**src/ctrl_pkg.sv**
```systemverilog
package ctrl_pkg;

    localparam int CTRL_W = 32;

    // control word layout
    localparam int REG_DST_HI   = 1;
    localparam int REG_DST_LO   = 0;
    localparam int REG_SRC_HI   = 4;
    localparam int REG_SRC_LO   = 2;
    localparam int ALU_SRC1_HI  = 7;
    localparam int ALU_SRC1_LO  = 5;
    localparam int ALU_SRC2_HI  = 10;
    localparam int ALU_SRC2_LO  = 8;
    localparam int REG_WRITE_EN = 11;
    localparam int MEM_EN       = 12;
    localparam int MEM_WR       = 13;
    localparam int SIGNED_EXT   = 14;
    localparam int BRANCH       = 15;
    localparam int JUMP         = 16;
    localparam int EXCEPTION    = 17;
    localparam int ALU_OP_HI    = 20;
    localparam int ALU_OP_LO    = 18;
    localparam int CIN          = 21;
    localparam int INV_A        = 22;
    localparam int INV_B        = 23;
    localparam int SIGN         = 24;
    localparam int DUMP         = 25;
    localparam int DST_REG_HI   = 28;
    localparam int DST_REG_LO   = 26;

    typedef enum logic [1:0] {dst_rd, dst_rt, dst_rs, dst_r7} reg_dst_e;
    typedef enum logic [2:0] {wd_alu, wd_mem, wd_imm8, wd_pc_plus_two, wd_btr} reg_src_e;
    // rs_hi is rs shifted up by eight, for slbi
    typedef enum logic [2:0] {sel_rs, sel_rt, sel_imm5, sel_imm8, sel_rs_hi} alu_src_e;
    typedef enum logic [2:0] {
        alu_rol, alu_sll, alu_ror, alu_srl, alu_add, alu_or, alu_xor, alu_and
    } alu_op_e;
    typedef enum logic [2:0] {npc_seq, npc_rs_imm8, npc_pc_imm8, npc_pc_imm11} pc_src_e;

endpackage

```
**src/isa_pkg.sv**
```systemverilog
package isa_pkg;

    localparam int DATA_W  = 16;
    localparam int INSTR_W = 16;
    localparam int REG_N   = 8;

    // instruction fields
    localparam int OPC_HI  = 15;
    localparam int OPC_LO  = 11;
    localparam int RS_HI   = 10;
    localparam int RS_LO   = 8;
    localparam int RT_HI   = 7;
    localparam int RT_LO   = 5;
    localparam int RD_HI   = 4;
    localparam int RD_LO   = 2;
    localparam int FUNC_HI = 1;
    localparam int FUNC_LO = 0;

    // major opcodes, bits 15:11
    typedef enum logic [4:0] {
        op_halt   = 5'b00000,
        op_nop    = 5'b00001,
        op_j      = 5'b00100,
        op_jr     = 5'b00101,
        op_jal    = 5'b00110,
        op_jalr   = 5'b00111,
        op_addi   = 5'b01000,
        op_subi   = 5'b01001,
        op_xori   = 5'b01010,
        op_andni  = 5'b01011,
        op_beqz   = 5'b01100,
        op_bnez   = 5'b01101,
        op_bltz   = 5'b01110,
        op_bgez   = 5'b01111,
        op_st     = 5'b10000,
        op_ld     = 5'b10001,
        op_slbi   = 5'b10010,
        op_stu    = 5'b10011,
        op_lbi    = 5'b11000,
        op_btr    = 5'b11001,
        op_alu_rr = 5'b11011
    } opcode_e;

    // register-register function code, bits 1:0
    typedef enum logic [1:0] {fn_add, fn_sub, fn_xor, fn_andn} func_e;

endpackage
```
**src/decode_stage.sv**
```systemverilog
`timescale 1ns/1ps

module decode_stage (
    input  logic                         clk,
    input  logic                         rst,
    input  logic [isa_pkg::INSTR_W-1:0]  instr,
    input  logic [isa_pkg::DATA_W-1:0]   pc,
    input  logic [isa_pkg::DATA_W-1:0]   pc_plus_two,
    input  logic [isa_pkg::DATA_W-1:0]   writedata,
    input  logic [isa_pkg::INSTR_W-1:0]  idex_instr,
    input  logic [isa_pkg::INSTR_W-1:0]  memwb_instr,
    input  logic                         idex_mem_en,
    input  logic                         idex_mem_wr,
    input  logic                         memwb_reg_write_en,
    input  ctrl_pkg::reg_dst_e           memwb_reg_dst,
    output logic [isa_pkg::DATA_W-1:0]   read1_data,
    output logic [isa_pkg::DATA_W-1:0]   read2_data,
    output logic [isa_pkg::DATA_W-1:0]   imm5_ext,
    output logic [isa_pkg::DATA_W-1:0]   imm8_ext,
    output logic [isa_pkg::DATA_W-1:0]   btr_out,
    output logic [isa_pkg::DATA_W-1:0]   next_pc,
    output logic [ctrl_pkg::CTRL_W-1:0]  ctrl_word,
    output logic                         if_flush,
    output logic                         pc_write_en,
    output logic                         ifid_write_en
);
    import isa_pkg::*;
    import ctrl_pkg::*;

    opcode_e           opcode;
    logic [CTRL_W-1:0] ctrl_raw;
    logic [CTRL_W-1:0] dec_word;
    logic [DATA_W-1:0] imm11_ext;
    logic [2:0]        write_sel;
    logic              ctrl_sel;

    // register number named by a reg_dst choice
    function automatic logic [2:0] reg_field(input reg_dst_e dst,
                                             input logic [INSTR_W-1:0] ins);
        case (dst)
            dst_rd:  return ins[RD_HI:RD_LO];
            dst_rt:  return ins[RT_HI:RT_LO];
            dst_rs:  return ins[RS_HI:RS_LO];
            default: return 3'd7;
        endcase
    endfunction

    assign opcode = opcode_e'(instr[OPC_HI:OPC_LO]);

    decode_control u_control (
        .opcode (opcode),
        .func   (instr[FUNC_HI:FUNC_LO]),
        .ctrl   (ctrl_raw)
    );

    always_comb begin
        dec_word = ctrl_raw;
        dec_word[DST_REG_HI:DST_REG_LO] =
            reg_field(reg_dst_e'(ctrl_raw[REG_DST_HI:REG_DST_LO]), instr);
    end

    // bubble on a load-use stall
    assign ctrl_word = ctrl_sel ? dec_word : '0;
    assign write_sel = reg_field(memwb_reg_dst, memwb_instr);

    reg_file_bypass u_reg_file (
        .clk        (clk),
        .rst        (rst),
        .read1_sel  (instr[RS_HI:RS_LO]),
        .read2_sel  (instr[RT_HI:RT_LO]),
        .write_sel  (write_sel),
        .writedata  (writedata),
        .write      (memwb_reg_write_en),
        .read1_data (read1_data),
        .read2_data (read2_data)
    );

    hazard_detect u_hazard (
        .ifid_instr    (instr),
        .idex_instr    (idex_instr),
        .idex_mem_en   (idex_mem_en),
        .idex_mem_wr   (idex_mem_wr),
        .pc_write_en   (pc_write_en),
        .ifid_write_en (ifid_write_en),
        .ctrl_sel      (ctrl_sel)
    );

    // extension follows the opcode even while stalled
    operand_extend u_extend (
        .instr      (instr),
        .signed_ext (dec_word[SIGNED_EXT]),
        .rs_data    (read1_data),
        .imm5_ext   (imm5_ext),
        .imm8_ext   (imm8_ext),
        .imm11_ext  (imm11_ext),
        .btr_out    (btr_out)
    );

    // gated word, a stalled branch must not redirect
    branch_resolve u_branch (
        .rs_data     (read1_data),
        .pc_plus_two (pc_plus_two),
        .imm8_ext    (imm8_ext),
        .imm11_ext   (imm11_ext),
        .cond        (instr[OPC_LO+1:OPC_LO]),
        .branch      (ctrl_word[BRANCH]),
        .jump        (ctrl_word[JUMP]),
        .next_pc     (next_pc),
        .if_flush    (if_flush)
    );

    // fetch must hand over a known pc whenever it advances
    pc_known: assert property (
        @(posedge clk) disable iff (rst) pc_write_en |-> !$isunknown({pc, pc_plus_two})
    ) else $error("unknown pc from fetch");

endmodule

```
**src/branch_resolve.sv**
```systemverilog
`timescale 1ns/1ps

module branch_resolve (
    input  logic [isa_pkg::DATA_W-1:0] rs_data,
    input  logic [isa_pkg::DATA_W-1:0] pc_plus_two,
    input  logic [isa_pkg::DATA_W-1:0] imm8_ext,
    input  logic [isa_pkg::DATA_W-1:0] imm11_ext,
    input  logic [1:0]                 cond,
    input  logic                       branch,
    input  logic                       jump,
    output logic [isa_pkg::DATA_W-1:0] next_pc,
    output logic                       if_flush
);
    import isa_pkg::*;
    import ctrl_pkg::*;

    logic              taken;
    logic [DATA_W-1:0] rs_target;
    logic [DATA_W-1:0] br_target;
    logic [DATA_W-1:0] jmp_target;
    pc_src_e           pc_src;

    // beqz, bnez, bltz, bgez in opcode order
    always_comb begin
        case (cond)
            2'b00:   taken = (rs_data == '0);
            2'b01:   taken = (rs_data != '0);
            2'b10:   taken = rs_data[DATA_W-1];
            default: taken = !rs_data[DATA_W-1];
        endcase
    end

    assign rs_target  = rs_data + imm8_ext;
    assign br_target  = pc_plus_two + imm8_ext;
    assign jmp_target = pc_plus_two + imm11_ext;

    always_comb begin
        if (jump) begin
            // jr and jalr have the low opcode bit set
            pc_src = cond[0] ? npc_rs_imm8 : npc_pc_imm11;
        end else if (branch && taken) begin
            pc_src = npc_pc_imm8;
        end else begin
            pc_src = npc_seq;
        end
    end

    always_comb begin
        case (pc_src)
            npc_rs_imm8:  next_pc = rs_target;
            npc_pc_imm8:  next_pc = br_target;
            npc_pc_imm11: next_pc = jmp_target;
            default:      next_pc = pc_plus_two;
        endcase
    end

    // any redirect kills the instruction fetched behind us
    assign if_flush = (pc_src != npc_seq);

endmodule

```
**src/operand_extend.sv**
```systemverilog
`timescale 1ns/1ps

module operand_extend (
    input  logic [isa_pkg::INSTR_W-1:0] instr,
    input  logic                        signed_ext,
    input  logic [isa_pkg::DATA_W-1:0]  rs_data,
    output logic [isa_pkg::DATA_W-1:0]  imm5_ext,
    output logic [isa_pkg::DATA_W-1:0]  imm8_ext,
    output logic [isa_pkg::DATA_W-1:0]  imm11_ext,
    output logic [isa_pkg::DATA_W-1:0]  btr_out
);
    import isa_pkg::*;

    // fill bit is the field msb, or zero for unsigned
    assign imm5_ext  = {{(DATA_W-5){signed_ext & instr[4]}}, instr[4:0]};
    assign imm8_ext  = {{(DATA_W-8){signed_ext & instr[7]}}, instr[7:0]};
    assign imm11_ext = {{(DATA_W-11){signed_ext & instr[10]}}, instr[10:0]};

    // btr result, rs with bit order reversed
    always_comb begin
        for (int i = 0; i < DATA_W; i++) begin
            btr_out[i] = rs_data[DATA_W-1-i];
        end
    end

endmodule

```
**src/hazard_detect.sv**
```systemverilog
`timescale 1ns/1ps

module hazard_detect (
    input  logic [isa_pkg::INSTR_W-1:0] ifid_instr,
    input  logic [isa_pkg::INSTR_W-1:0] idex_instr,
    input  logic                        idex_mem_en,
    input  logic                        idex_mem_wr,
    output logic                        pc_write_en,
    output logic                        ifid_write_en,
    output logic                        ctrl_sel
);
    import isa_pkg::*;

    opcode_e    opcode;
    logic [2:0] load_dst;
    logic       load_in_ex;
    logic       reads_rt;
    logic       stall;

    assign opcode     = opcode_e'(ifid_instr[OPC_HI:OPC_LO]);
    assign load_in_ex = idex_mem_en && !idex_mem_wr;
    // loads write their rt field
    assign load_dst   = idex_instr[RT_HI:RT_LO];
    assign reads_rt   = opcode inside {op_alu_rr, op_st, op_stu};

    assign stall = load_in_ex &&
                   (load_dst == ifid_instr[RS_HI:RS_LO] ||
                    (reads_rt && load_dst == ifid_instr[RT_HI:RT_LO]));

    // hold fetch and insert a bubble
    assign pc_write_en   = !stall;
    assign ifid_write_en = !stall;
    assign ctrl_sel      = !stall;

    always_comb begin
        assert (pc_write_en == ifid_write_en)
            else $error("pc and IF/ID enables disagree");
    end

endmodule

```
**src/reg_file_bypass.sv**
```systemverilog
`timescale 1ns/1ps

module reg_file_bypass (
    input  logic                        clk,
    input  logic                        rst,
    input  logic [2:0]                  read1_sel,
    input  logic [2:0]                  read2_sel,
    input  logic [2:0]                  write_sel,
    input  logic [isa_pkg::DATA_W-1:0]  writedata,
    input  logic                        write,
    output logic [isa_pkg::DATA_W-1:0]  read1_data,
    output logic [isa_pkg::DATA_W-1:0]  read2_data
);
    import isa_pkg::*;

    logic [DATA_W-1:0] regs [REG_N];

    always_ff @(posedge clk) begin
        if (rst) begin
            for (int i = 0; i < REG_N; i++) begin
                regs[i] <= '0;
            end
        end else if (write) begin
            regs[write_sel] <= writedata;
        end
    end

    // writeback in the same cycle wins over the stored copy
    assign read1_data = (write && read1_sel == write_sel) ? writedata : regs[read1_sel];
    assign read2_data = (write && read2_sel == write_sel) ? writedata : regs[read2_sel];

    // an X here would reach both read ports through the bypass
    writedata_known: assert property (
        @(posedge clk) disable iff (rst) write |-> !$isunknown(writedata)
    ) else $error("register write of unknown data to r%0d", write_sel);

endmodule

```
**src/decode_control.sv**
```systemverilog
`timescale 1ns/1ps

module decode_control (
    input  isa_pkg::opcode_e             opcode,
    input  logic [1:0]                   func,
    output logic [ctrl_pkg::CTRL_W-1:0]  ctrl
);
    import isa_pkg::*;
    import ctrl_pkg::*;

    reg_dst_e dst;
    reg_src_e wd_src;
    alu_src_e src1;
    alu_src_e src2;
    alu_op_e  op;
    logic     reg_wr;
    logic     cin;
    logic     inv_a;
    logic     inv_b;
    logic     sgn;
    logic     dump;
    logic     exc;

    always_comb begin
        dst    = dst_rd;
        wd_src = wd_alu;
        src1   = sel_rs;
        src2   = sel_rt;
        op     = alu_add;
        reg_wr = 1'b0;
        cin    = 1'b0;
        inv_a  = 1'b0;
        inv_b  = 1'b0;
        sgn    = 1'b0;
        dump   = 1'b0;
        exc    = 1'b0;
        case (opcode)
            op_halt: dump = 1'b1;
            // targets are formed in this stage, ALU idle
            op_nop, op_beqz, op_bnez, op_bltz, op_bgez, op_j, op_jr: ;
            op_addi, op_subi: begin
                dst    = dst_rt;
                src2   = sel_imm5;
                reg_wr = 1'b1;
                sgn    = 1'b1;
                // subi is imm - rs
                inv_a  = (opcode == op_subi);
                cin    = (opcode == op_subi);
            end
            op_xori, op_andni: begin
                dst    = dst_rt;
                src2   = sel_imm5;
                reg_wr = 1'b1;
                op     = (opcode == op_xori) ? alu_xor : alu_and;
                inv_b  = (opcode == op_andni);
            end
            op_st, op_ld, op_stu: begin
                // effective address rs + imm5
                src2   = sel_imm5;
                sgn    = 1'b1;
                dst    = (opcode == op_stu) ? dst_rs : dst_rt;
                wd_src = (opcode == op_ld) ? wd_mem : wd_alu;
                reg_wr = (opcode != op_st);
            end
            op_btr: begin
                wd_src = wd_btr;
                reg_wr = 1'b1;
            end
            op_alu_rr: begin
                reg_wr = 1'b1;
                case (func_e'(func))
                    fn_add: sgn = 1'b1;
                    fn_sub: begin
                        // rt - rs
                        inv_a = 1'b1;
                        cin   = 1'b1;
                        sgn   = 1'b1;
                    end
                    fn_xor: op = alu_xor;
                    fn_andn: begin
                        op    = alu_and;
                        inv_b = 1'b1;
                    end
                endcase
            end
            op_lbi: begin
                dst    = dst_rs;
                wd_src = wd_imm8;
                reg_wr = 1'b1;
            end
            op_slbi: begin
                dst    = dst_rs;
                src1   = sel_rs_hi;
                src2   = sel_imm8;
                op     = alu_or;
                reg_wr = 1'b1;
            end
            op_jal, op_jalr: begin
                dst    = dst_r7;
                wd_src = wd_pc_plus_two;
                reg_wr = 1'b1;
            end
            default: exc = 1'b1;
        endcase
    end

    assign ctrl[REG_DST_HI:REG_DST_LO]   = dst;
    assign ctrl[REG_SRC_HI:REG_SRC_LO]   = wd_src;
    assign ctrl[ALU_SRC1_HI:ALU_SRC1_LO] = src1;
    assign ctrl[ALU_SRC2_HI:ALU_SRC2_LO] = src2;
    assign ctrl[REG_WRITE_EN]            = reg_wr;
    assign ctrl[MEM_EN]                  = opcode inside {op_st, op_ld, op_stu};
    assign ctrl[MEM_WR]                  = opcode inside {op_st, op_stu};
    // only the logical immediates zero extend
    assign ctrl[SIGNED_EXT] = opcode inside {op_addi, op_subi, op_st, op_ld, op_stu,
                                             op_beqz, op_bnez, op_bltz, op_bgez, op_lbi,
                                             op_j, op_jr, op_jal, op_jalr};
    assign ctrl[BRANCH]                  = opcode inside {op_beqz, op_bnez, op_bltz, op_bgez};
    assign ctrl[JUMP]                    = opcode inside {op_j, op_jr, op_jal, op_jalr};
    assign ctrl[EXCEPTION]               = exc;
    assign ctrl[ALU_OP_HI:ALU_OP_LO]     = op;
    assign ctrl[CIN]                     = cin;
    assign ctrl[INV_A]                   = inv_a;
    assign ctrl[INV_B]                   = inv_b;
    assign ctrl[SIGN]                    = sgn;
    assign ctrl[DUMP]                    = dump;
    // reserved bits, plus dst_reg which the top level fills from the instruction
    assign ctrl[CTRL_W-1:DST_REG_LO]     = '0;

    // branch and jump would fight over next_pc in branch_resolve
    always_comb begin
        assert (!(ctrl[BRANCH] && ctrl[JUMP]))
            else $error("opcode %0h decodes as both branch and jump", opcode);
    end

endmodule

```
**config.mk**
```make
export PLATFORM = sky130hd
export DESIGN_NAME = decode_stage
export DESIGN_NICKNAME = d
export VERILOG_FILES = /design/src/ctrl_pkg.sv /design/src/isa_pkg.sv /design/src/decode_stage.sv /design/src/branch_resolve.sv /design/src/operand_extend.sv /design/src/hazard_detect.sv /design/src/reg_file_bypass.sv /design/src/decode_control.sv
export SDC_FILE = /design/constraint.sdc
export NUM_CORES = 1
export LEC_CHECK = 0
export BUFFER_PORTS_ARGS = -buffer_cell sky130_fd_sc_hd__clkbuf_2
export CORE_ASPECT_RATIO = 2
export CORE_UTILIZATION = 25
export DETAILED_ROUTE_END_ITERATION = 7
export SLEW_MARGIN = 20
export SYNTH_ARGS = -nofsm -noshare
export SYNTH_HDL_FRONTEND = slang
export SYNTH_SLANG_ARGS = --single-unit
```
**constraint.sdc**
```tcl
create_clock -name clk -period 4.8 [get_ports clk]
set_clock_uncertainty 0.05 [all_clocks]
set_input_delay 0.48 -clock clk [delete_from_list [all_inputs] [get_ports clk]]
set_output_delay 0.48 -clock clk [all_outputs]
set_load 0.02 [all_outputs]
```
==> impl_metrics.ini <==
[yosys]
synth-edff-count = 128
ys_seq_elements = 128
synthArstFlopShare = 0
ys.flop_type = edfxtp_1
synth_cells = 979
syn_area_sq_um = 10200
avgSynthCellArea_sq_um = 10.4
synth_warnings = 0
synth_cell_type_count = 64
ys_seq_area_frac = 0.376

[finish]
final_nets = 1306
reg_top3 = u_reg_file.regs (128)
top_register = u_reg_file.regs
n_antenna_cell = 0
syn2layout_area_growth_pct = 24.1
final_cell_mix = clkbuf_2 (189), and2_1 (131), edfxtp_1 (128), buf_4 (97), nor2_1 (77)
largest_reg_flops = 128
drive_gt1_frac = 0.362
final_common_cell = clkbuf_2
finalInstanceArea_sq_um = 12700

[power_and_ir_drop]
irDropWorstVdd_mv = 0.239
power.density_nw_per_um2 = 312
leakagePower_nw = 5.20
p_total_w = 0.00396

[setup_path]
worstSetupStartpoint = memwb_reg_dst[0]
startpoint_type = primary input
max_stage_delay_ns = 0.42
crit_chain = clkbuf_4 -> mux2i_1 -> mux2i_1 -> xnor2_1 -> nand4_1 -> buf_6 -> nor2_1 -> a31oi_2 -> ha_2 -> fa_1 -> a21o_1 -> a21oi_2 -> nand2b_4 -> a211o_1 -> nand3_2 -> a41oi_2 -> xor2_1 -> nor2_1 -> a221o_1 -> buf_2
path_class = in -> out
cpMaxStageDelayCell = fa_1
critical_path_arrival_ns = 4.09
required_ns = 4.27
crit_fanout = 6
cp-end-kind = primary output
endpoint = next_pc[14]

[route]
totalWireLength_um = 35600
firstDrtPassIters = 5
vias_per_cell = 5.03
ant_nets = 0
vias = 8622
wl_per_cell_um = 20.8
drc_errors = 0
drtIter0Drc = 444

[clock_tree]
htree_levels = 4
clk_path_buf_depth = 2
holdBufCountCts = 0
path_clk_slew_ns = 0.06
cts_made_buffers = 17
cts_root_buffer = clkbuf_16
clkSinkCount = 128
cts_tree = done

[grt]
grt_pass1_wl_um = 52200
grtUsageTotal = 0.172
grt_max_degree = 39
grt_pass1_vias = 8827
antenna_found_initial = 0
gr-total-overflow = 0

[timing]
hold_slack_ns = 0.453
relSlewSlack = 0.464
setup_violations = 0
final_hold_viol_count = 0
min_period_ns = 4.62
fmax_ghz = 0.216
min_period_over_period = 0.963
slew_viol_final = 0
worst_slew_pin_slew_ns = 0.803

[place]
placed_area_sq_um = 12000
dpl.hpwl_um = 27800
gp_congestion = 0.920
portBuffers = 191

[floorplanning]
io_pins = 234
row_count = 104
core_area_sq_um = 40300
initial_core_util = 0.254
die_w_um = 145
die_h_um = 288
dieArea_sq_um = 41800

[min_path]
hp-class = in -> reg

[job]
max_cap_viol_count = 0

[outcome]
status = complete, no violations
## critical path: cells and delay by family
family,cells,cell delay [ns]
multiplexers,2,0.35
AND/OR/NAND/NOR,5,0.65
AO/OA/AOI/OAI,6,1.14
XOR/XNOR,2,0.32
adder cells (fa/ha/maj),2,0.64
buffers and inverters,3,0.52
## stage by stage
step	setup TNS (ns)	setup WS [ns]	utilization	cells
after floorplan	-0.0101	-0.0101	-	984
after global placement	0	0.0152	0.297	1680
after detailed placement	-0.0473	-0.0272	0.297	1680
after CTS	0	0.00489	0.313	1712
after global routing	-0.0438	-0.0390	0.315	1714
final	0	0.180	0.315	1714
## cell type report
| cell class | count | area (sq um) |
|---|---|---|
| well taps | 530 | 663 |
| clock inverters | 15 | 184 |
| flip-flops and latches | 128 | 3840 |
| repair buffers | 294 | 1800 |
| fillers | 4152 | 27600 |
| multi-input cells | 713 | 5720 |
| inverters | 17 | 63.8 |
| clock buffers | 17 | 425 |
## how the worst min path moves through the flow
stage / start / slack [ns] / cells past startpoint / end
global route: writedata[13] / 0.46 / 2 / u_reg_file.regs[1][13]
CTS: writedata[14] / 0.43 / 2 / u_reg_file.regs[6][14]
global placement: writedata[14] / 0.87 / 2 / u_reg_file.regs[0][14]
detailed placement: writedata[14] / 0.88 / 2 / u_reg_file.regs[6][14]
finish: writedata[13] / 0.45 / 2 / u_reg_file.regs[7][13]
floorplan: writedata[10] / 0.87 / 2 / u_reg_file.regs[0][10]
## power breakdown
group	switching (W)	total, W	internal [W]
clock network	0.000515	0.00134	0.000821
logic	0.000744	0.00127	0.000530
registers	0.0000425	0.00135	0.00131
total	0.00130	0.00396	0.00266
## layer usage
layer | vias up | wire, um | global-route usage
met4 | 0 | 2090 | 0.113
met5 | - | 0 | 0
met1 | 4246 | 11300 | 0.150
met2 | 329 | 21000 | 0.358
met3 | 88 | 1280 | 0.0176
li1 | 3959 | - | -
## synthesized netlist by cell type (all sizes together), types with 6 or more instances
cell / count / share of area
and2: 131 / 0.080
edfxtp: 128 / 0.38
nor2: 83 / 0.030
buf: 81 / 0.055
mux4: 64 / 0.14
nand2: 64 / 0.023
a21oi: 52 / 0.025
clkbuf: 45 / 0.017
ha: 30 / 0.037
mux2i: 30 / 0.029
xnor2: 25 / 0.021
o21ai: 22 / 0.011
a31oi: 21 / 0.013
inv: 16 / 0.0059
nand3: 16 / 0.0078
nor3: 16 / 0.0078
xor2: 13 / 0.011
or2: 11 / 0.0067
a221o: 10 / 0.0098
a21o: 9 / 0.0066
nand2b: 9 / 0.0055
nor4: 9 / 0.0055
o21a: 8 / 0.0059
or3: 8 / 0.0049
nor2b: 7 / 0.0043
and3: 6 / 0.0037
nand4: 6 / 0.0037
## timing repair
item                       in CTS  in global routing
pin swaps                       0                  4
setup endpoints to repair       3                  4
buffers inserted                0                  2
resized for setup               2                 18
## logic make-up after synthesis
group / synth area share
fa+ha+maj: 0.0406
other cells: 0.000367
flops: 0.376
mux: 0.170
buf+inv: 0.0775
simple gates: 0.192
compound gates: 0.111
xor+xnor: 0.0325
Power figures use the tool's default switching activity.
